**src/include/attn_config.svh**
```systemverilog
`ifndef ATTN_CONFIG_SVH
`define ATTN_CONFIG_SVH

// rows handled in one attention tile
`define ATTN_TILE_ROWS 4

// stat records the buffer between tracker and coefficient unit can hold
`define ATTN_FIFO_DEPTH 2

// one divider iteration per quotient bit
`define ATTN_DIV_STEPS 16

// most negative Q8.8 value as running max after reset or clear
`define ATTN_MAX_RESET 16'sh8000

`endif

```
**src/source/attn_pkg.sv**
```systemverilog
`include "attn_config.svh"

package attn_pkg;

    typedef logic signed [15:0] max_t;   // Q8.8 signed row maximum
    typedef logic        [15:0] sum_t;   // Q8.8 unsigned exponential sum
    typedef logic        [15:0] frac_t;  // Q1.15 exponent, quotient, coefficient

    // statistics of one incoming score block
    typedef struct packed {
        max_t [`ATTN_TILE_ROWS-1:0] blk_max;
        sum_t [`ATTN_TILE_ROWS-1:0] blk_sum;
    } blk_stat_t;

    // old and new row statistics, one FIFO entry
    typedef struct packed {
        max_t [`ATTN_TILE_ROWS-1:0] m_old;
        max_t [`ATTN_TILE_ROWS-1:0] m_new;
        sum_t [`ATTN_TILE_ROWS-1:0] l_old;
        sum_t [`ATTN_TILE_ROWS-1:0] l_new;
    } row_stat_t;

    typedef frac_t [`ATTN_TILE_ROWS-1:0] coef_vec_t;
    typedef sum_t  [`ATTN_TILE_ROWS-1:0] sum_vec_t;

    typedef enum logic {
        DIV_IDLE,
        DIV_RUN
    } div_state_t;

    typedef enum logic [1:0] {
        COEF_IDLE,
        COEF_DIV,
        COEF_MUL
    } coef_state_t;

endpackage

```
**src/source/coef_update_unit.sv**
```systemverilog
`timescale 1ns/10ps
`include "attn_config.svh"

module coef_update_unit (
    input  logic                I_CLK,
    input  logic                I_RST_N,
    input  logic                not_empty_i,
    input  attn_pkg::row_stat_t head_i,
    output logic                pop_o,
    output logic                coef_vld_o,
    output attn_pkg::coef_vec_t coef_o,
    output attn_pkg::sum_vec_t  row_sum_o
);
    import attn_pkg::*;

    localparam int ROWS  = `ATTN_TILE_ROWS;
    localparam int STEPS = `ATTN_DIV_STEPS;
    localparam int CNT_W = $clog2(STEPS + 1);

    coef_state_t      state_q;
    logic [CNT_W-1:0] cnt_q;
    logic             start_q;     // divider kick one cycle after pop
    logic             coef_vld_q;
    row_stat_t        rec_q;
    coef_vec_t        exp_v;
    coef_vec_t        quo_v;
    coef_vec_t        coef_d;
    coef_vec_t        coef_q;
    sum_vec_t         row_sum_q;

    assign pop_o = (state_q == COEF_IDLE) && not_empty_i;

    for (genvar r = 0; r < ROWS; r++) begin : g_row
        logic [16:0] d;
        logic [31:0] prod;

        assign d = {rec_q.m_new[r][15], rec_q.m_new[r]} - {rec_q.m_old[r][15], rec_q.m_old[r]};

        // exp(m_old - m_new), settled long before the multiply
        exp2_approx i_exp (
            .I_CLK   (I_CLK),
            .I_RST_N (I_RST_N),
            .d_i     (d),
            .e_o     (exp_v[r])
        );

        // l_old / l_new
        restoring_divider i_div (
            .I_CLK      (I_CLK),
            .I_RST_N    (I_RST_N),
            .start_i    (start_q),
            .dividend_i (rec_q.l_old[r]),
            .divisor_i  (rec_q.l_new[r]),
            .quotient_o (quo_v[r])
        );

        assign prod      = exp_v[r] * quo_v[r] + 32'd16384;   // round to nearest
        assign coef_d[r] = (prod[31:15] > 17'd32767) ? 16'h7FFF : prod[30:15];
    end

    always_ff @(posedge I_CLK or negedge I_RST_N) begin
        if (!I_RST_N) begin
            state_q    <= COEF_IDLE;
            cnt_q      <= '0;
            start_q    <= 1'b0;
            coef_vld_q <= 1'b0;
        end else begin
            start_q    <= 1'b0;
            coef_vld_q <= 1'b0;
            case (state_q)
                COEF_IDLE: begin
                    if (pop_o) begin
                        state_q <= COEF_DIV;
                        cnt_q   <= '0;
                        start_q <= 1'b1;
                    end
                end
                COEF_DIV: begin
                    // start cycle plus all divider steps
                    cnt_q <= cnt_q + 1'b1;
                    if (cnt_q == CNT_W'(STEPS)) state_q <= COEF_MUL;
                end
                COEF_MUL: begin
                    // second cycle here is the valid pulse, pop waits for it
                    if (!coef_vld_q) coef_vld_q <= 1'b1;
                    else             state_q    <= COEF_IDLE;
                end
                default: state_q <= COEF_IDLE;
            endcase
        end
    end

    always_ff @(posedge I_CLK) begin
        if (pop_o) rec_q <= head_i;
        if (state_q == COEF_MUL && !coef_vld_q) begin
            coef_q    <= coef_d;
            row_sum_q <= rec_q.l_new;
        end
    end

    assign coef_vld_o = coef_vld_q;
    assign coef_o     = coef_q;
    assign row_sum_o  = row_sum_q;

endmodule

```
**src/source/exp2_approx.sv**
```systemverilog
`timescale 1ns/10ps

module exp2_approx (
    input  logic            I_CLK,
    input  logic            I_RST_N,
    input  logic [16:0]     d_i,     // non-negative Q8.8 difference
    output attn_pkg::frac_t e_o
);
    import attn_pkg::*;

    logic [8:0]  n;        // integer part
    logic [7:0]  f;        // fraction
    logic [16:0] lin;
    logic [16:0] shifted;
    frac_t       e_q;

    assign n = d_i[16:8];
    assign f = d_i[7:0];

    // 2^-f approximated by 1 - f/2 in Q1.15
    assign lin     = 17'd32768 - {3'b000, f, 6'b000000};
    assign shifted = lin >> n[3:0];

    always_ff @(posedge I_CLK or negedge I_RST_N) begin
        if (!I_RST_N) begin
            e_q <= '0;
        end else begin
            e_q <= (n >= 9'd16) ? '0 : shifted[15:0];  // underflows to zero
        end
    end

    assign e_o = e_q;

endmodule

```
**src/source/restoring_divider.sv**
```systemverilog
`timescale 1ns/10ps
`include "attn_config.svh"

module restoring_divider (
    input  logic            I_CLK,
    input  logic            I_RST_N,
    input  logic            start_i,
    input  attn_pkg::sum_t  dividend_i,
    input  attn_pkg::sum_t  divisor_i,
    output attn_pkg::frac_t quotient_o
);
    import attn_pkg::*;

    localparam int STEPS  = `ATTN_DIV_STEPS;
    localparam int STEP_W = $clog2(STEPS);

    div_state_t        state_q;
    logic [STEP_W-1:0] step_q;
    sum_t              divisor_q;
    sum_t              rem_q;
    frac_t             acc_q;       // numerator bits out, quotient bits in
    frac_t             quotient_q;
    logic              sat_q;       // l_old >= l_new means quotient >= 1.0
    logic              zero_q;
    logic [16:0]       trial;
    logic              fits;
    frac_t             acc_next;

    assign trial    = {rem_q, acc_q[15]};
    assign fits     = (trial >= {1'b0, divisor_q});
    assign acc_next = {acc_q[14:0], fits};

    always_ff @(posedge I_CLK or negedge I_RST_N) begin
        if (!I_RST_N) begin
            state_q    <= DIV_IDLE;
            step_q     <= '0;
            quotient_q <= '0;
        end else begin
            case (state_q)
                DIV_IDLE: begin
                    if (start_i) begin
                        state_q <= DIV_RUN;
                        step_q  <= '0;
                    end
                end
                DIV_RUN: begin
                    step_q <= step_q + 1'b1;
                    if (step_q == STEP_W'(STEPS - 1)) begin
                        state_q <= DIV_IDLE;
                        if (zero_q)     quotient_q <= '0;
                        else if (sat_q) quotient_q <= 16'h7FFF;
                        else            quotient_q <= acc_next;
                    end
                end
                default: state_q <= DIV_IDLE;
            endcase
        end
    end

    // numerator is dividend << 15, upper 15 bits preload the remainder
    always_ff @(posedge I_CLK) begin
        if (state_q == DIV_IDLE && start_i) begin
            divisor_q <= divisor_i;
            rem_q     <= {1'b0, dividend_i[15:1]};
            acc_q     <= {dividend_i[0], 15'd0};
            sat_q     <= (dividend_i >= divisor_i);
            zero_q    <= (divisor_i == '0);
        end else if (state_q == DIV_RUN) begin
            rem_q <= fits ? 16'(trial - {1'b0, divisor_q}) : trial[15:0];
            acc_q <= acc_next;
        end
    end

    assign quotient_o = quotient_q;

endmodule

```
**config.mk**
```make
export PLATFORM = sky130hd
export DESIGN_NAME = coef_update_unit
export DESIGN_NICKNAME = d
export VERILOG_FILES = /design/src/source/attn_pkg.sv /design/src/source/coef_update_unit.sv /design/src/source/exp2_approx.sv /design/src/source/restoring_divider.sv
export VERILOG_INCLUDE_DIRS = /design/src /design/src/include
export SDC_FILE = /design/constraint.sdc
export NUM_CORES = 2
export LEC_CHECK = 0
export ABC_AREA = 0
export BUFFER_PORTS_ARGS = -buffer_cell sky130_fd_sc_hd__buf_2
export CORE_UTILIZATION = 50
export CTS_CLUSTER_SIZE = 40
export DETAILED_ROUTE_END_ITERATION = 10
export GPL_ROUTABILITY_DRIVEN = 0
export PLACE_DENSITY = 0.69
export REMOVE_ABC_BUFFERS = 1
export SYNTH_ARGS = -nofsm -noshare
export SYNTH_HDL_FRONTEND = slang
export SYNTH_SLANG_ARGS = --single-unit
```
**constraint.sdc**
```tcl
create_clock -name I_CLK -period 28.8 [get_ports I_CLK]
set_input_delay 5.76 -clock I_CLK [delete_from_list [all_inputs] [get_ports I_CLK]]
set_output_delay 5.76 -clock I_CLK [all_outputs]
set_load 0.01 [all_outputs]
```
==> impl_metrics.json <==
{
  "internal_power_w": 0.00274,
  "die_x_um": 371,
  "portBuffers": 388,
  "syn_area_um2": 68100,
  "nets": 8733,
  "dr.pass1.iters": 8,
  "cts_tree": "done",
  "die_area_um2": 138000,
  "clock_latency_ns": 0.72,
  "critical_path_buf_inv_count": 3,
  "grt_max_degree": 76,
  "synth_edf_count": 520,
  "p_comb_share_pct": 34.4,
  "min_path_cells": 2,
  "async_reset_ff_share_pct": 21.2,
  "cpLargestDelayFamily": "buffers and inverters",
  "dpl.hpwl_um": 120000,
  "drv_slew": 0,
  "critPathKind": "input port to output pin",
  "core_um2": 135000,
  "syn_area_per_cell_um2": 10.1,
  "grt_pass1_vias": 49900,
  "syn_inst": 6766,
  "wl_per_cell_um": 17.7,
  "p_per_area_nw_per_um2": 59.6,
  "drv_cap": 0,
  "antenna_found_initial": 4,
  "ir_drop_mv": 0.0701,
  "fin_setup_tns_ns": 0,
  "synth-seq-cells": 741,
  "path_cells": "buf_2 > nand2_1 > inv_8 > buf_2",
  "ios": 389,
  "p_total_w": 0.00446,
  "cts_max_level": 3,
  "period_share_pct": 42.7,
  "clkPwrFrac_pct": 26.1,
  "crit_top_cell": "buf_2",
  "yosysWarnings": 0,
  "switching_power_w": 0.00172,
  "worst_slew_margin_rel_pct": 17.2,
  "synth_cell_types": 93,
  "hold_path_class": "flip-flop to flip-flop",
  "drtIter0Drc": 2801,
  "critPathSlowestCell": "inv_8",
  "fill_cells": 11700,
  "crit_arrival_ns": 6.53,
  "root_buffer": "clkbuf_16",
  "grt_use_total_pct": 23.4,
  "drive_gt1_share_pct": 8.98,
  "overflow": 0,
  "rr_worst_depth": 22,
  "swShare_pct": 38.6,
  "cts_setup_buffers": 0,
  "leakage_nw": 36.0,
  "cts.clk_slew.worst_paths_ns": 0.06,
  "clockBufferDepth": 3,
  "synth-seq-area-share_pct": 30.6,
  "cts_made_buffers": 86,
  "drc": 0,
  "initial_utilization_pct": 50.3,
  "end_kind": "output pin",
  "p_seq_share_pct": 39.5,
  "hold_buffers": 0,
  "rsz0062_at_grt": "false",
  "max_freq_mhz": 81.4,
  "worstPathMaxFanout": 23,
  "worst_pin_slew_ns": 1.24,
  "vias_per_cell": 5.39,
  "worstPathRequired_ns": 23.04,
  "status": "finished, final reports clean",
  "vias": 47900,
  "critPathLaunchType": "input port",
  "final_hold_viol_count": 0,
  "register_area_um2": 20800,
  "area_growth_syn_to_layout_pct": 9.74,
  "post_cts_resized": 0,
  "period_minus_slack_ns": 12.29,
  "fin_skew_ns": 0.0716,
  "multi_input_area_um2": 41900,
  "crit_cells": 4,
  "grt_pass1_wl_um": 258000,
  "cts.sinks": 741,
  "synth_ff_type": "edfxtp_1",
  "ant_nets": 0,
  "fin_util_pct": 55.2,
  "finalSetupViolCount": 0,
  "die_h_um": 371,
  "wl_um": 157000,
  "row_count": 135,
  "slowest_delay_ns": 0.29
}
worst paths after layout:
check | startpoint | endpoint | slack [ns]
setup / recovery | not_empty_i | pop_o | 16.51
hold / removal | g_row[1].i_div.acc_q[10] | g_row[1].i_div.acc_q[11] | 0.43
setup reg to reg | g_row[3].i_div.quotient_o[8] | coef_o[59] | 20.94
hold reg to reg | g_row[1].i_div.acc_q[10] | g_row[1].i_div.acc_q[11] | 0.43
max in group asynchronous | I_RST_N | g_row[1].i_div.quotient_o[11] | 21.82
min in group asynchronous | I_RST_N | g_row[0].i_exp.e_o[13] | 4.96
metal layers:
metal	wire length (µm)	part of all wire, %	global-route usage [%]
met1	68500	44	30.9
met2	75600	48	39.5
met3	9250	5.9	4.10
met4	4000	2.5	6.58
met5	12	0.0076	0
power groups by stage:
| stage | clock network (W) | logic, W | registers [W] |
|---|---|---|---|
| after floorplan | 0 | 0.00116 | 0.00164 |
| after global placement | 0 | 0.00148 | 0.00177 |
| after detailed placement | 0 | 0.00152 | 0.00177 |
| after CTS | 0.00119 | 0.00153 | 0.00176 |
| after global routing | 0.00123 | 0.00173 | 0.00179 |
| final | 0.00116 | 0.00153 | 0.00176 |
cell usage in the layout (no fill, tap or decap), drive strengths merged, types with 42 or more instances in the layout:
cell / netlist / routed
inv: 1190 / 1197
nand2: 861 / 861
fa: 784 / 784
ha: 646 / 646
edfxtp: 520 / 520
and2: 494 / 494
buf: 12 / 422
nor2: 246 / 246
o21ai: 229 / 229
a21oi: 202 / 202
dfrtp: 157 / 157
clkbuf: 223 / 103
xnor2: 101 / 101
a21o: 86 / 86
nand2b: 78 / 78
mux2i: 77 / 77
nor3: 76 / 76
o31ai: 74 / 74
xor2: 72 / 72
dfxtp: 64 / 64
nand3: 50 / 50
nor2b: 49 / 49
a211oi: 42 / 42
layout make-up:
type                    count  area share [%]
inverters                1191            5.99
well taps                1781            2.98
clock buffers             103            3.12
multi-input cells        4602            56.1
clock inverters            57           0.979
repair buffers            422            2.95
flip-flops and latches    741            27.9
diodes                      2         0.00670
cell families (layout without fill, tap and decap cells):
group	count (synthesis)	in the layout	share of synthesized area, %
AND/OR/NAND/NOR	1998	1998	14.2
adder cells (fa/ha/maj)	1430	1430	34.9
buffers and inverters	1426	1773	7.89
AO/OA/AOI/OAI	894	894	8.59
flip-flops	741	741	30.6
XOR/XNOR	174	174	2.27
multiplexers	102	102	1.55
other	1	6	0.00551
metrics by stage:
step / instance area (µm²) / setup WS [ns] / instances / hold WS, ns
2_1_floorplan: 67200 / 12.16 / 6534 / 0.435
3_3_place_gp: 71700 / 16.50 / 8737 / 0.453
3_5_place_dp: 71700 / 16.50 / 8737 / 0.460
4_1_cts: 74700 / 16.50 / 8897 / 0.410
5_1_grt: 74700 / 16.45 / 8897 / 0.455
6_report: 74700 / 16.51 / 8899 / 0.433
Yosys cell counts, types with 22 or more instances:
| master | n | share of area (%) |
|---|---|---|
| mux2i_1 | 77 | 1.1 |
| o21ai_0 | 209 | 1.5 |
| and2_1 | 494 | 4.5 |
| nand2b_1 | 78 | 0.72 |
| dfrtp_1 | 157 | 5.8 |
| and3_1 | 22 | 0.20 |
| nand2_1 | 861 | 4.7 |
| o31ai_1 | 74 | 0.82 |
| inv_1 | 1190 | 6.6 |
| nor4_1 | 29 | 0.27 |
| ha_1 | 646 | 12 |
| nor2_1 | 245 | 1.4 |
| a211oi_1 | 37 | 0.41 |
| nor2b_1 | 49 | 0.45 |
| edfxtp_1 | 520 | 23 |
| xnor2_1 | 100 | 1.3 |
| nand4_1 | 22 | 0.20 |
| mux2_2 | 24 | 0.40 |
| fa_1 | 784 | 23 |
| o21a_1 | 37 | 0.41 |
| nor3_1 | 73 | 0.54 |
| nand3_1 | 50 | 0.37 |
| clkbuf_1 | 223 | 1.2 |
| o211ai_1 | 26 | 0.29 |
| dfxtp_1 | 64 | 1.9 |
| a21o_1 | 85 | 0.94 |
| a21oi_1 | 199 | 1.5 |
| o21bai_1 | 25 | 0.28 |
| xor2_1 | 72 | 0.93 |
state kept, by name (all words and copies together), names as in the netlist:
name and count:
cnt_q 5, g_row.i_div.divisor_q 64, state_q 2, g_row.i_div.sat_q 4
rec_q 256, g_row.i_div.state_q 4, g_row.i_div.zero_q 4, g_row.i_div.rem_q 64
g_row.i_div.step_q 16, coef_o 64, row_sum_o 64, g_row.i_exp.e_o 64
coef_vld_o 1, g_row.i_div.quotient_o 64, g_row.i_div.acc_q 64, start_q 1
worst register-to-register path: cells and delay by family, from the launching register on:
kind                     cells  cell delay, ns
multiplexers                 1            0.21
flip-flops                   1            0.85
AO/OA/AOI/OAI                7            1.88
adder cells (fa/ha/maj)      7            3.34
buffers and inverters        4            0.44
AND/OR/NAND/NOR              3            0.87
Note: power is estimated with default switching activity, not from simulation.
