==> src/include/attn_config.svh <==
`ifndef ATTN_CONFIG_SVH
`define ATTN_CONFIG_SVH

// rows handled in one attention tile
`define ATTN_TILE_ROWS 4

// stat records the buffer between tracker and coefficient unit can hold
`define ATTN_FIFO_DEPTH 2

// one divider iteration per quotient bit
`define ATTN_DIV_STEPS 16

// most negative Q8.8 value as running max after reset or clear
`define ATTN_MAX_RESET 16'sh8000

`endif

==> src/source/attn_pkg.sv <==
`include "attn_config.svh"

package attn_pkg;

    typedef logic signed [15:0] max_t;   // Q8.8 signed row maximum
    typedef logic        [15:0] sum_t;   // Q8.8 unsigned exponential sum
    typedef logic        [15:0] frac_t;  // Q1.15 exponent, quotient, coefficient

    // statistics of one incoming score block
    typedef struct packed {
        max_t [`ATTN_TILE_ROWS-1:0] blk_max;
        sum_t [`ATTN_TILE_ROWS-1:0] blk_sum;
    } blk_stat_t;

    // old and new row statistics, one FIFO entry
    typedef struct packed {
        max_t [`ATTN_TILE_ROWS-1:0] m_old;
        max_t [`ATTN_TILE_ROWS-1:0] m_new;
        sum_t [`ATTN_TILE_ROWS-1:0] l_old;
        sum_t [`ATTN_TILE_ROWS-1:0] l_new;
    } row_stat_t;

    typedef frac_t [`ATTN_TILE_ROWS-1:0] coef_vec_t;
    typedef sum_t  [`ATTN_TILE_ROWS-1:0] sum_vec_t;

    typedef enum logic {
        DIV_IDLE,
        DIV_RUN
    } div_state_t;

    typedef enum logic [1:0] {
        COEF_IDLE,
        COEF_DIV,
        COEF_MUL
    } coef_state_t;

endpackage

==> src/source/stat_fifo.sv <==
`timescale 1ns/10ps
`include "attn_config.svh"

module stat_fifo (
    input  logic                I_CLK,
    input  logic                I_RST_N,
    input  logic                push_i,
    input  attn_pkg::row_stat_t rec_i,
    input  logic                pop_i,
    output logic                not_empty_o,
    output attn_pkg::row_stat_t head_o,
    output logic                overflow_o
);
    import attn_pkg::*;

    localparam int DEPTH = `ATTN_FIFO_DEPTH;
    localparam int PTR_W = (DEPTH > 1) ? $clog2(DEPTH) : 1;
    localparam int CNT_W = $clog2(DEPTH + 1);

    row_stat_t        mem_q [DEPTH];
    logic [PTR_W-1:0] wr_ptr_q;
    logic [PTR_W-1:0] rd_ptr_q;
    logic [CNT_W-1:0] count_q;
    logic             full;
    logic             do_push;
    logic             do_pop;
    logic             overflow_q;

    function automatic logic [PTR_W-1:0] ptr_inc(input logic [PTR_W-1:0] ptr);
        return (ptr == PTR_W'(DEPTH - 1)) ? '0 : ptr + 1'b1;
    endfunction

    assign full    = (count_q == CNT_W'(DEPTH));
    assign do_pop  = pop_i && (count_q != '0);
    assign do_push = push_i && (!full || do_pop);   // full but draining is fine

    always_ff @(posedge I_CLK or negedge I_RST_N) begin
        if (!I_RST_N) begin
            wr_ptr_q   <= '0;
            rd_ptr_q   <= '0;
            count_q    <= '0;
            overflow_q <= 1'b0;
        end else begin
            if (do_push) wr_ptr_q <= ptr_inc(wr_ptr_q);
            if (do_pop)  rd_ptr_q <= ptr_inc(rd_ptr_q);
            case ({do_push, do_pop})
                2'b10:   count_q <= count_q + 1'b1;
                2'b01:   count_q <= count_q - 1'b1;
                default: count_q <= count_q;
            endcase
            if (push_i && !do_push) overflow_q <= 1'b1;   // sticky until reset
        end
    end

    always_ff @(posedge I_CLK) begin
        if (do_push) mem_q[wr_ptr_q] <= rec_i;
    end

    assign not_empty_o = (count_q != '0);
    assign head_o      = mem_q[rd_ptr_q];
    assign overflow_o  = overflow_q;

endmodule

==> config.mk <==
export PLATFORM = sky130hd
export DESIGN_NAME = stat_fifo
export DESIGN_NICKNAME = d
export VERILOG_FILES = /design/src/source/attn_pkg.sv /design/src/source/stat_fifo.sv
export VERILOG_INCLUDE_DIRS = /design/src /design/src/include
export SDC_FILE = /design/constraint.sdc
export NUM_CORES = 1
export LEC_CHECK = 0
export BUFFER_PORTS_ARGS = -buffer_cell sky130_fd_sc_hd__buf_2
export CAP_MARGIN = 40
export CORE_AREA = 2 2 199 201
export CTS_CLUSTER_SIZE = 30
export DETAILED_ROUTE_END_ITERATION = 8
export DIE_AREA = 0 0 201 203
export GPL_TIMING_DRIVEN = 0
export PLACE_DENSITY_LB_ADDON = 0.05
export SYNTH_ARGS = -nofsm -noshare
export SYNTH_HDL_FRONTEND = slang
export SYNTH_SLANG_ARGS = --single-unit
==> constraint.sdc <==
create_clock -name I_CLK -period 28.8 [get_ports I_CLK]
set_input_delay 2.88 -clock I_CLK [delete_from_list [all_inputs] [get_ports I_CLK]]
set_output_delay 2.88 -clock I_CLK [all_outputs]
set_load 0.01 [all_outputs]
==> results.md, run 1 <==
- Clock-pin slew was measured on the worst setup and hold paths at approximately 60 ps.
- The share of async-settable or async-resettable flops after synthesis is less than 1%.
- The run finished with clean final reports.
- For this run, global-route usage on met1 was measured as a little under a quarter.
- The synthesized design devotes to its leading area cell type 77.9% of total area.
- The die covers 40800 um2.
- Counting instances in the post-synthesis netlist gives the leading cell types as edfxtp_1, mux2_4, mux2_2.
- The max-slew violation count is 0.
- The largest single stage delay on the critical path is approximately 340 ps.
- The critical path contains buffers and inverters numbering 4 combined.
- The post-cts gate resize count is 0.
- Yosys mapped a number of flops with a built-in enable equal to a little over 500.
- The total DRC errors in the routed layout is 0.
- Max-cap violations in this run came to 0.
- The routing usage on met3 is 8.28%.
- Across all register-to-register paths, the minimum setup slack is between 20000 and 30000 ps.
- The congestion estimate from routability-driven global placement came to approximately 0.76.
- The layout-stage area growth over the synthesis result is 26.6%.
- The critical path goes through buf_6 > buf_8 > buf_8 > mux2_4 > buf_2.
- The starting density of the core is between 50% and 60%.
- Summed over all nets, the half-perimeter wirelength after detailed placement is between 30 and 40 mm.
- A synthesized cell averages between 20 and 25 um2.
- Among the stages of the critical path, the cell type that occurs most often is buf_8.
- Among all flip-flop cells after synthesis, the most frequent one is edfxtp_1.
- Once layout is done, the placed cells without fillers occupy about 25000 um2.
- Data on the critical path is required at its endpoint by 25920 ps.
- Static timing analysis puts the maximum clock frequency at slightly above 200 MHz.
- In the global route stage, overall resource usage came out at 20.6%.
- The clock skew after layout is 15.1 ps.
- Yosys attributes the largest share of cell area to edfxtp_1, mux2_4, mux2_2.
- The detailed router finished its first iteration with 493 violations.
- The count of state elements after synthesis is between 500 and 600.
- The total power divided by cell area is ~100 nW/um2.
- The number of endpoints failing setup at the final stage is 0.
- The clock insertion delay at the later pin of the skew report is 570 ps.
- The path class of the tightest hold or removal check is reg2reg.
- Of the available clock period, the critical path in the final layout requires 16.8%.
- The first-pass GRT wire length is 61.8 mm.
- The area of the placeable core is roughly 38000 um2.
- The capturing element type of the critical path is an output port.
- The die is ~200 um tall.
- Among all cell types in the netlist, the one instantiated most often is edfxtp_1.
- The count of synthesis-stage warnings from yosys is 0.
- The post-detailed-placement cell area is ~23000 um2.
- The number of global-route vias before repair came to around 10000.
- met2 is the most crowded layer.
- The hold slack is ~460 ps.
- The number of sinks driven by the clock tree is ~520.
- The number of nets handed over by synthesis was approximately 1100.
- The pin count of the biggest net entering global routing is 57.
- The net count of the finished layout is between 1500 and 2000.
- Counting I/O delays and the setup requirement, the final critical path takes 4830 ps.
- Headroom to the max-slew limit came out at between 50% and 60%.
- The number of vias per cell is 4.94.
- The highest ir drop seen on vdd is slightly below 0.00006 V.
- The cell area that synthesis handed to floorplanning was around 20000 um2.
- The kind of critical path is reg2out.
- For the pin with the worst max-slew slack, the measured transition is 624 ps.
- The pre-CTS setup slack is 23820 ps.
- In this run the worst path has a maximum fanout of 10.
- The quantity of hold-fixing buffers added after cts is 0.
- The final routed wire length divided by cell count is between 20 and 25 um.
- Setup slack closes at ~24000 ps.
- The overflow left after global routing is 0.
- The family of cells with the greatest summed delay on the critical path is buffers and inverters.
- The synthesized design spends more area on one cell type than any other, namely edfxtp_1.
- The CTS tree is yes.
- For the worst setup path, the data arrival time is a little under 2000 ps.
- The deepest clock path buffer count is 3.
- The die width is 201 um.
- In this run the tool buffered the top-level ports with ~520 buffer cells.
- Synthesis produced a netlist whose cell count is a little over 800.
- The first TritonRoute pass finished after 6 iterations.
- The initial antenna violation count was 20.
- In this run the clock root is driven by a clkbuf_16.
- Post-CTS timing repair inserted 0 buffers for setup.
- The cell with the largest stage delay on the worst path is dfrtp_1.
- The number of cell rows is between 70 and 80.
- Once detail routing completed, the nets flagged for antenna violations numbered 0.
- The final layout contains routed wiring with a total length of between 40 and 50 mm.
- The fraction of layout cells with a size suffix above 1 is between 60% and 70%.
- The critical path launch point type is a register.
- The final sum of negative setup slack is 0 ps.
- For met2 alone, demand over resource in global routing was a little over a third.
- Clock tree synthesis inserted a total of 51 buffers.
- Counting distinct cell types in the post-synthesis netlist gives 22.
- The overall via count from detail_route is 9786.
- The final hold violation count is 0.
- For this run, the share of the core covered by cells in the final layout is about two thirds.
- The sequential-to-total area share from yosys stat is a little under 80%.
- The number of placed I/O pins is 518.
- The clock tree synthesis step divided the H-tree into 2 levels.
- Setup repair after global routing left no endpoint under its margin.
- For this design the static power due to leakage is a little over 0.01 uW.
[sequential cells by signal (all words and copies together) (netlist names)]
register / cells
count_q: 2
mem_q: 512
overflow_o: 1
rd_ptr_q: 1
wr_ptr_q: 1
[metrics by stage]
stage / total power (uW) / std cells
3_3_place_gp: 2010 / 1858
6_report: 2560 / 1980
2_1_floorplan: 1680 / 823
3_5_place_dp: 1960 / 1874
4_1_cts: 2590 / 1967
5_1_grt: 2670 / 1977
[per-layer routing]
layer	routed length [um]	vias to the layer above
met5	93	-
met4	1260	14
met3	3990	83
met2	21800	356
met1	15300	4844
li1	-	4489
[placed cells by master (no fill, tap or decap), drive strengths merged, types with 3 or more instances in the layout]
master	n
buf	562
bufinv	4
clkbuf	67
clkinv	22
dfrtp	5
diode	13
edfxtp	512
mux2	256
nand2	3
[worst register-to-register path: cells and delay by family (launching register included)]
family	cells	cell delay (ps)
buffers and inverters	4	880
DFF	1	440
and+or+nand+nor	3	830
[logic make-up after synthesis]
logic type | synth area share [%]
XOR/XNOR | 0.133
buffers and inverters | 1.88
AND/OR/NAND/NOR | 0.298
AO/OA/AOI/OAI | 0.133
flip-flops | 78.5
multiplexers | 19.0
[cell type report]
| type | count | area [um2] |
|---|---|---|
| diodes | 13 | 32.5 |
| repair buffers | 533 | 2970 |
| clock inverters | 26 | 211 |
| well taps | 518 | 648 |
| multi-input cells | 275 | 3880 |
| inverters | 2 | 7.51 |
| clock buffers | 67 | 1380 |
| plain buffers | 29 | 364 |
| fillers | 2759 | 13500 |
| flip-flops and latches | 517 | 15500 |
[final timing paths]
| kind | start | endpoint | depth (start not counted) |
|---|---|---|---|
| max in group asynchronous | I_RST_N | wr_ptr_q | 1 |
| min | overflow_o | overflow_o | 1 |
| max | rd_ptr_q | head_o[142] | 5 |
| min in group asynchronous | I_RST_N | count_q[0] | 1 |
| max reg2reg | count_q[1] | mem_q[0][171] | 7 |
| min reg2reg | overflow_o | overflow_o | 1 |
[power breakdown]
part	total, uW	switching (uW)	internal [uW]
Sequential	1050	35.7	1010
Clock	632	261	370
Combinational	881	437	444
Power figures use the tool's default switching activity.
==> inputs of run 2 (changes only) <==
--- a/config.mk
+++ b/config.mk
@@ -6,12 +6,13 @@
 export SDC_FILE = /design/constraint.sdc
 export NUM_CORES = 1
 export LEC_CHECK = 0
+export ABC_AREA = 1
 export BUFFER_PORTS_ARGS = -buffer_cell sky130_fd_sc_hd__buf_2
 export CAP_MARGIN = 40
-export CORE_AREA = 2 2 199 201
+export CORE_AREA = 2 2 200 202
 export CTS_CLUSTER_SIZE = 30
 export DETAILED_ROUTE_END_ITERATION = 8
-export DIE_AREA = 0 0 201 203
+export DIE_AREA = 0 0 202 204
 export GPL_TIMING_DRIVEN = 0
 export PLACE_DENSITY_LB_ADDON = 0.05
 export SYNTH_ARGS = -nofsm -noshare
==> constraint.sdc (replaced) <==
create_clock -name I_CLK -period 4.62 [get_ports I_CLK]
set_input_delay 0.462 -clock I_CLK [delete_from_list [all_inputs] [get_ports I_CLK]]
set_output_delay 0.462 -clock I_CLK [all_outputs]
set_load 0.01 [all_outputs]
==> results.md, run 2 <==
- The first routing iteration left 734 violations.
- The tree is rooted in a clkbuf_16.
- Averaged over all synthesized cells, the footprint is about 14 um2.
- The worst flop-to-flop path startpoint is count_q[0].
- In this run the horizontal extent of the chip is around 200 um.
- The transition time at the pin with the least slew margin is 671 ps.
- The cell family contributing the most delay on the critical path is buffers and inverters.
- The netlist area before placement is roughly 19000 um2.
- Post-CTS repair changed the size of 0 cells.
- The overflow left after global routing is 0.
- The number of flops mapped to enable cells by yosys is 512.
- After legalization and detailed placement, the total HPWL measured roughly 34 mm.
- The die covers roughly 41000 um2.
- From synthesis to final layout, the design area changed by 29.2%.
- The worst hold path terminates at mem_q[0][202].
- The final hold violation count is 0.
- The leading cell type in the layout, fill and taps excluded is nand2_1.
- For this configuration, the core starts out at a cell density of about half.
- The worst-case register-to-register setup slack is approximately 2300 ps.
- The top cell types in the final layout, fill and taps aside, are nand2_1, buf_2, edfxtp_1, clkbuf_16, clkbuf_1.
- The hold slack is 70.8 ps.
- For this run, the leading register cell type out of synthesis is edfxtp_1.
- When the netlist entered floorplanning its net count stood at around 1600.
- Sorting the synthesized cells by how often they occur yields nand2_1, edfxtp_1, buf_2.
- After layout, the minimum clock period comes to between 2000 and 2500 ps.
- In this run, placement finished with an instance count of about 2400.
- The post-detailed-placement cell area is ~23000 um2.
- Summed over all instances, the cell type with the most area after synthesis is edfxtp_1.
- Summed over all layers, the routed wires come to ~47 mm.
- The most used cell along the critical path is buf_6.
- The run finished with clean final reports.
- In this run the worst path has a maximum fanout of 10.
- Data on the critical path is required at its endpoint by about 4200 ps.
- The most flop-heavy register is mem_q.
- The multi-input gate area in the final layout is slightly above 3000 um2.
- Timing would allow up to approximately 420 MHz.
- The total power divided by cell area is around 650 nW/um2.
- The number of cell rows is 73.
- The pre-antenna-repair detailed-routing pass consisted of 5 iterations.
- Dividing the detail-routed via count by the number of cells gives approximately 4.8.
- During synthesis, Yosys emitted a total of 0 warnings.
- The worst hold path begins at rec_i[202].
- The arrival time of the worst setup path is approximately 1900 ps.
- The core region is 39200 um2.
- Counting every instance in the synthesized netlist gives around 1400.
- The max-slew violation count is 0.
- Setup repair after global routing left no endpoint under its margin.
- The slack of the critical path is roughly 2300 ps.
- Synthesis inferred around 520 register bits.
- The share of the Yosys chip area taken by registers is between 80 and 90%.
- The worst hold path belongs to the class in2reg.
- The clock insertion delay at the later pin of the skew report is 570 ps.
- By area the synthesized netlist is led by edfxtp_1, nand2_1, buf_6.
- Summed over all cells, the static leakage comes to roughly 0.011 uW.
- The deepest clock path buffer count is 3.
- The number of levels in the clock H-tree is 2.
- Counting every sink on the clock net gives just over 500.
- The net count reported at finish is between 2000 and 2500.
- The share of the synthesized area in the top cell type is around 81%.
- The final RePlAce weighted congestion is 0.784.
- The critical path buffer and inverter count is 5.
- The clock-pin slew on the worst setup and hold paths is 60 ps.
- Of the cells placed in the final design, the portion with a size suffix greater than 1 is approximately a third.
- Across the run, the number of max-cap violations was 0.
- The highest ir drop seen on vdd is between 0.0004 and 0.0005 V.
- The kind of critical path is reg2out.
- The total track usage is roughly 23%.
- The initial antenna violation count is 21.
- The number of fill cells in the layout is between 3000 and 4000.
- 518 I/O pins were placed.
- The final sum of negative setup slack is 0 ps.
- The number of cells traversed by the worst register-to-register path is 8.
- Along the worst hold path, the cell count comes to 1.
- The worst slew slack as a fraction of its limit is a little under three fifths.
- In this run the tool buffered the top-level ports with about 520 buffer cells.
- In this design, the stage delay of the slowest critical-path cell is 370 ps.
- Measured along the y axis, the die boundary spans between 200 and 250 um.
- The clock buffer count from CTS is 53.
- Among all stages on the critical path, the largest delay is contributed by dfrtp_1.
- Timing analysis after detailed placement gives a worst setup slack of ~2200 ps.
- Summing over every cut layer, the via total after detailed routing is about 12000.
- The share of async-settable or async-resettable flops after synthesis is less than 1%.
- The endpoint identified for the worst register-to-register timing path is mem_q[0][32].
- TritonCTS built the clock tree.
- The total DRC errors in the routed layout is 0.
- The cell with the most instances after synthesis is nand2_1.
- The pin count of the biggest net entering global routing is 29.
- The first-pass GRT wire length is slightly below 70 mm.
- In the final layout, the registers with the most flip-flops are mem_q x512, count_q x2.
- The number of setup buffers added after CTS is 0.
- The antenna violation net count after detailed routing is 0.
- The post-route cell area is around 24000 um2.
- For this run, the number of standard cells in the final layout without fillers is 2547.
- The capturing element type of the critical path is an output port.
- The number of endpoints failing setup at the final stage is 0.
- The final period utilization is between 50 and 60%.
- In the final layout, flip-flops and latches occupy 15500 um2.
- The critical path launch point type is a register.
- The register with the most flip-flops in the layout has between 500 and 600 of them.
- Synthesis instantiated 16 different standard cells from the library.
- Traced cell by cell, the critical path runs through buf_6 > inv_4 > buf_6 > buf_6 > nand2_1 > nand2_1 > buf_2.
- In the final routed layout, each cell accounts on average for 18.5 um.
- The number of global-route vias before repair is 12000.
- On the final layout, the worst clock skew is around 11 ps.
run 2: cell count changes in the layout (fill, tap and decap cells not counted), moves of 3 or more:
cell | before | now
clkinv_2 | 7 | 11
buf_2 | 519 | 542
clkbuf_1 | 14 | 18
buf_16 | 8 | 17
buf_8 | 11 | 1
nand3_1 | 0 | 4
mux2_4 | 230 | 0
inv_1 | 2 | 5
buf_4 | 0 | 15
nand2_1 | 3 | 775
mux2_2 | 26 | 0
clkinv_1 | 15 | 10
run 2: per-layer routing:
metal  vias up  track usage [%]  wire length (um)
met1      5717             25.7             17500
met3        98             8.58              4410
met2       430             38.2             23400
met4        14             9.09              1620
met5         -                0                90
li1       5867                -                 -
run 2: area by class of cell:
type | instances | share of cell area, %
clock inverter | 24 | 0.746
multi-input combinational | 788 | 12.3
tap | 525 | 2.68
inverter | 7 | 0.118
buffer | 57 | 1.77
timing repair buffer | 543 | 13.2
sequential | 517 | 63.3
clock buffer | 71 | 5.70
antenna | 15 | 0.153
run 2: worst max path at each step:
stage	from	endpoint	slack, ps	cells past startpoint
after global placement	pop_i	mem_q[0][24]	-2640	3
after global routing	rd_ptr_q	head_o[106]	2120	6
after CTS	rd_ptr_q	head_o[139]	2170	7
after detailed placement	pop_i	mem_q[1][24]	2160	7
after floorplan	count_q[1]	mem_q[0][0]	-160	3
final	rd_ptr_q	head_o[139]	2250	7
run 2: through the flow:
step           utilization [%]  total power, uW
2_1_floorplan                -             9620
6_report                  62.5            16000
4_1_cts                   62.4            16300
3_3_place_gp              56.7            12100
5_1_grt                   62.4            17000
3_5_place_dp              58.3            12300
run 2: report_power, final:
group	total [uW]	switching, uW	internal (uW)	leakage (uW)
logic	5600	3590	2010	0.00499
registers	6500	207	6290	0.00484
clock network	3930	1660	2270	0.000776
run 2: cells by family after synthesis:
family          Yosys count  synth area share, %
buf+inv                  64                 2.44
xor+xnor                  2               0.0925
simple gates            782                 15.5
compound gates            4                0.152
flops                   517                 81.8
run 2: what timing repair did:
action,CTS,global route
hold buffers,1,0
hold endpoints to repair,5,0
setup endpoints to repair,0,0
run 2: worst register-to-register path: cells and delay by family (launching register included):
family                 cells  cell delay [ps]
buffers and inverters      5              910
flip-flops                 1              390
AO/OA/AOI/OAI              1               80
AND/OR/NAND/NOR            2              630
==> inputs of run 3 (changes only) <==
==> constraint.sdc (replaced) <==
create_clock -name I_CLK -period 2.2 [get_ports I_CLK]
set_input_delay 0.22 -clock I_CLK [delete_from_list [all_inputs] [get_ports I_CLK]]
set_output_delay 0.22 -clock I_CLK [all_outputs]
set_load 0.01 [all_outputs]
==> results.md, run 3 (same netlist as run 2, synthesis figures left out) <==
- The routed design has between 40 and 50 mm of wire.
- After detailed routing, the met3 layer carries 4.00 mm of wire.
- Global routing finished with a remaining overflow of 0.
- Clock skew on the completed layout was measured at approximately 9.7 ps.
- The number of global-route vias before repair is around 13000.
- mem_q holds more flip-flops than any other register.
- The clock period could shrink to between 2000 and 2500 ps.
- Buffers inserted during clock tree synthesis total 53.
- TritonCTS built the clock tree.
- The number of cells on the worst reg-to-reg path is 8.
- Along the worst path, the maximum fanout reaches 10.
- After detailed routing, the number of vias per cell comes to 4.72.
- The flow ran to the end, and the final reports show no timing, DRC or antenna violations.
- The initial antenna violation count is 2.
- In this run the horizontal extent of the chip is 202 um.
- The post-DP HPWL is between 30 and 40 mm.
- The net count reported at finish is between 2000 and 2500.
- The area growth from synthesis to layout is 43.0%.
- The violation count after the first detailed-route iteration is 691.
- The transition time at the pin with the least slew margin is 232 ps.
- The total DRC errors in the routed layout is 0.
- The total area inside the core boundary comes to between 30000 and 40000 um2.
- Global routing used between 20% and 30% of the available tracks across all layers.
- The uppermost layer routed is met5.
- In this run the tool buffered the top-level ports with slightly above 500 buffer cells.
- The post-route cell area is ~27000 um2.
- The design draws roughly 34000 uW.
- The max-slew violation count came to 0.
- The path class of the tightest hold or removal check is in2async.
- In the final layout, the registers with the most flip-flops are mem_q x512, count_q x2.
- The first global-routing pass estimated roughly 73 mm of wire.
- The deepest clock path buffer count is 3.
- Clock latency on the worst-skew pair, taken at its later pin, is ~570 ps.
- The critical path contains buffers and inverters numbering 5 combined.
- The starting density of the core is about half.
- Fill cells in the final layout number approximately 2900.
- The length of routed wiring on met1 is 18.7 mm.
- The worst setup path is of the reg2out kind.
- In this run the clock root is driven by a clkbuf_16.
- The worst stage delay on the critical path is approximately 370 ps.
- On the final layout, the worst hold slack is about 65 ps.
- The cell total after placement is ~2400.
- The top cell types in the final layout, fill and taps aside, are nand2_1, buf_2, edfxtp_1, dlygate4sd3_1, clkbuf_16.
- The data required time of the critical path is about 2000 ps.
- The final hold violation count is 0.
- The cell family contributing the most delay on the critical path is buffers and inverters.
- The floorplan step set the die height to around 200 um.
- Setup violations remaining at the end of the flow were counted as 0.
- In this run the cell area measured after placement is approximately 23000 um2.
- The arrival time of the worst setup path is around 1900 ps.
- In the final layout, the share of cells above drive strength 1 is between 20% and 30%.
- The leakage power is 0.0117 uW.
- The register with the most flip-flops in the layout has 512 of them.
- The critical path launch point type is a register.
- Across the VDD grid, the largest voltage drop is around 0.0011 V.
- The number of cell rows is 73.
- Counting every sink on the clock net gives 517.
- The congestion estimate from routability-driven global placement came to 0.784.
- Clock-pin slew was measured on the worst setup and hold paths at 60 ps.
- For this run, the number of standard cells in the final layout without fillers is 2796.
- The worst register-to-register path has a setup slack of roughly 300 ps.
- The worst flop-to-flop path startpoint is count_q[0].
- Setup repair after global routing could not meet its margin everywhere.
- The largest individual stage delay along the critical path comes from the cell dfrtp_1.
- The reg-to-reg endpoint is mem_q[1][31].
- The pin count of the biggest net entering global routing is 29.
- The number of placed I/O pins is around 520.
- The final sum of negative setup slack is 0 ps.
- Leaving out fill and tap cells, the most frequent cell in the layout is nand2_1.
- The overall via count from detail_route is around 13000.
- STA classifies the critical path endpoint as an output port.
- The count of nets left with antenna violations once routing finished came out at 0.
- The critical path goes through buf_6 > inv_4 > buf_12 > buf_6 > nand2_1 > nand2_1 > buf_2.
- Wire segments on met2 add up to about 25 mm in the final route.
- The total power divided by cell area is between 1000 and 1500 nW/um2.
- The worst slew slack as a fraction of its limit is 84.4%.
- The die area is 41200 um2.
- The H-tree generated during clock tree synthesis spans 2 levels.
- The number of max-cap violations is 0.
- The final period utilization is 95.2%.
- The final routed wire length divided by cell count is 17.5 um.
- The first TritonRoute pass finished after 5 iterations.
- The fmax is ~480 MHz.
## run 3: area by class of cell
cell class                      instances  area, um2  share of cell area, %
Clock inverter                         24        183                  0.674
Antenna cell                            1       2.50                0.00924
Inverter                                7       28.8                  0.106
Tap cell                              525        657                   2.43
Multi-Input combinational cell        788       3020                   11.1
Timing Repair Buffer                  806       5850                   21.6
Clock buffer                           71       1390                   5.15
Buffer                                 57        458                   1.69
Sequential cell                       517      15500                   57.2
## run 3: how the worst max path moves through the flow
stage / startpoint / end / slack, ps / cells past startpoint
final: rd_ptr_q / head_o[139] / 110 / 7
after detailed placement: count_q[0] / mem_q[1][24] / -130 / 8
after global routing: rd_ptr_q / head_o[124] / 0.4 / 6
after CTS: rd_ptr_q / head_o[106] / 9 / 6
after floorplan: count_q[1] / mem_q[0][0] / -2580 / 3
after global placement: count_q[0] / mem_q[0][24] / -4940 / 4
## run 3: layer usage
metal,vias to the layer above,global-route usage [%]
met4,2,9.03
met1,6250,27.3
li1,6381,-
met5,-,0
met3,95,7.72
met2,469,40.6
## run 3: power breakdown
group	internal, uW	switching (uW)	leakage (uW)
clock network	4760	3480	0.000775
registers	13200	443	0.00484
logic	4590	7710	0.00609
total	22600	11600	0.0117
## run 3: what timing repair did
action | CTS | global route
hold buffers | 260 | 0
endpoints found under the setup margin | 39 | 13
pin swaps | 2 | 0
gates resized for setup | 1 | 9
setup buffers | 4 | 0
endpoints found under the hold margin | 521 | 0
## run 3: metrics by stage
step | util, % | setup slack, ps
after global routing | 69.1 | 0.368
after floorplan | - | -2580
after detailed placement | 58.3 | -135
final | 69.1 | 105
after global placement | 56.7 | -4940
after CTS | 69.1 | 8.51
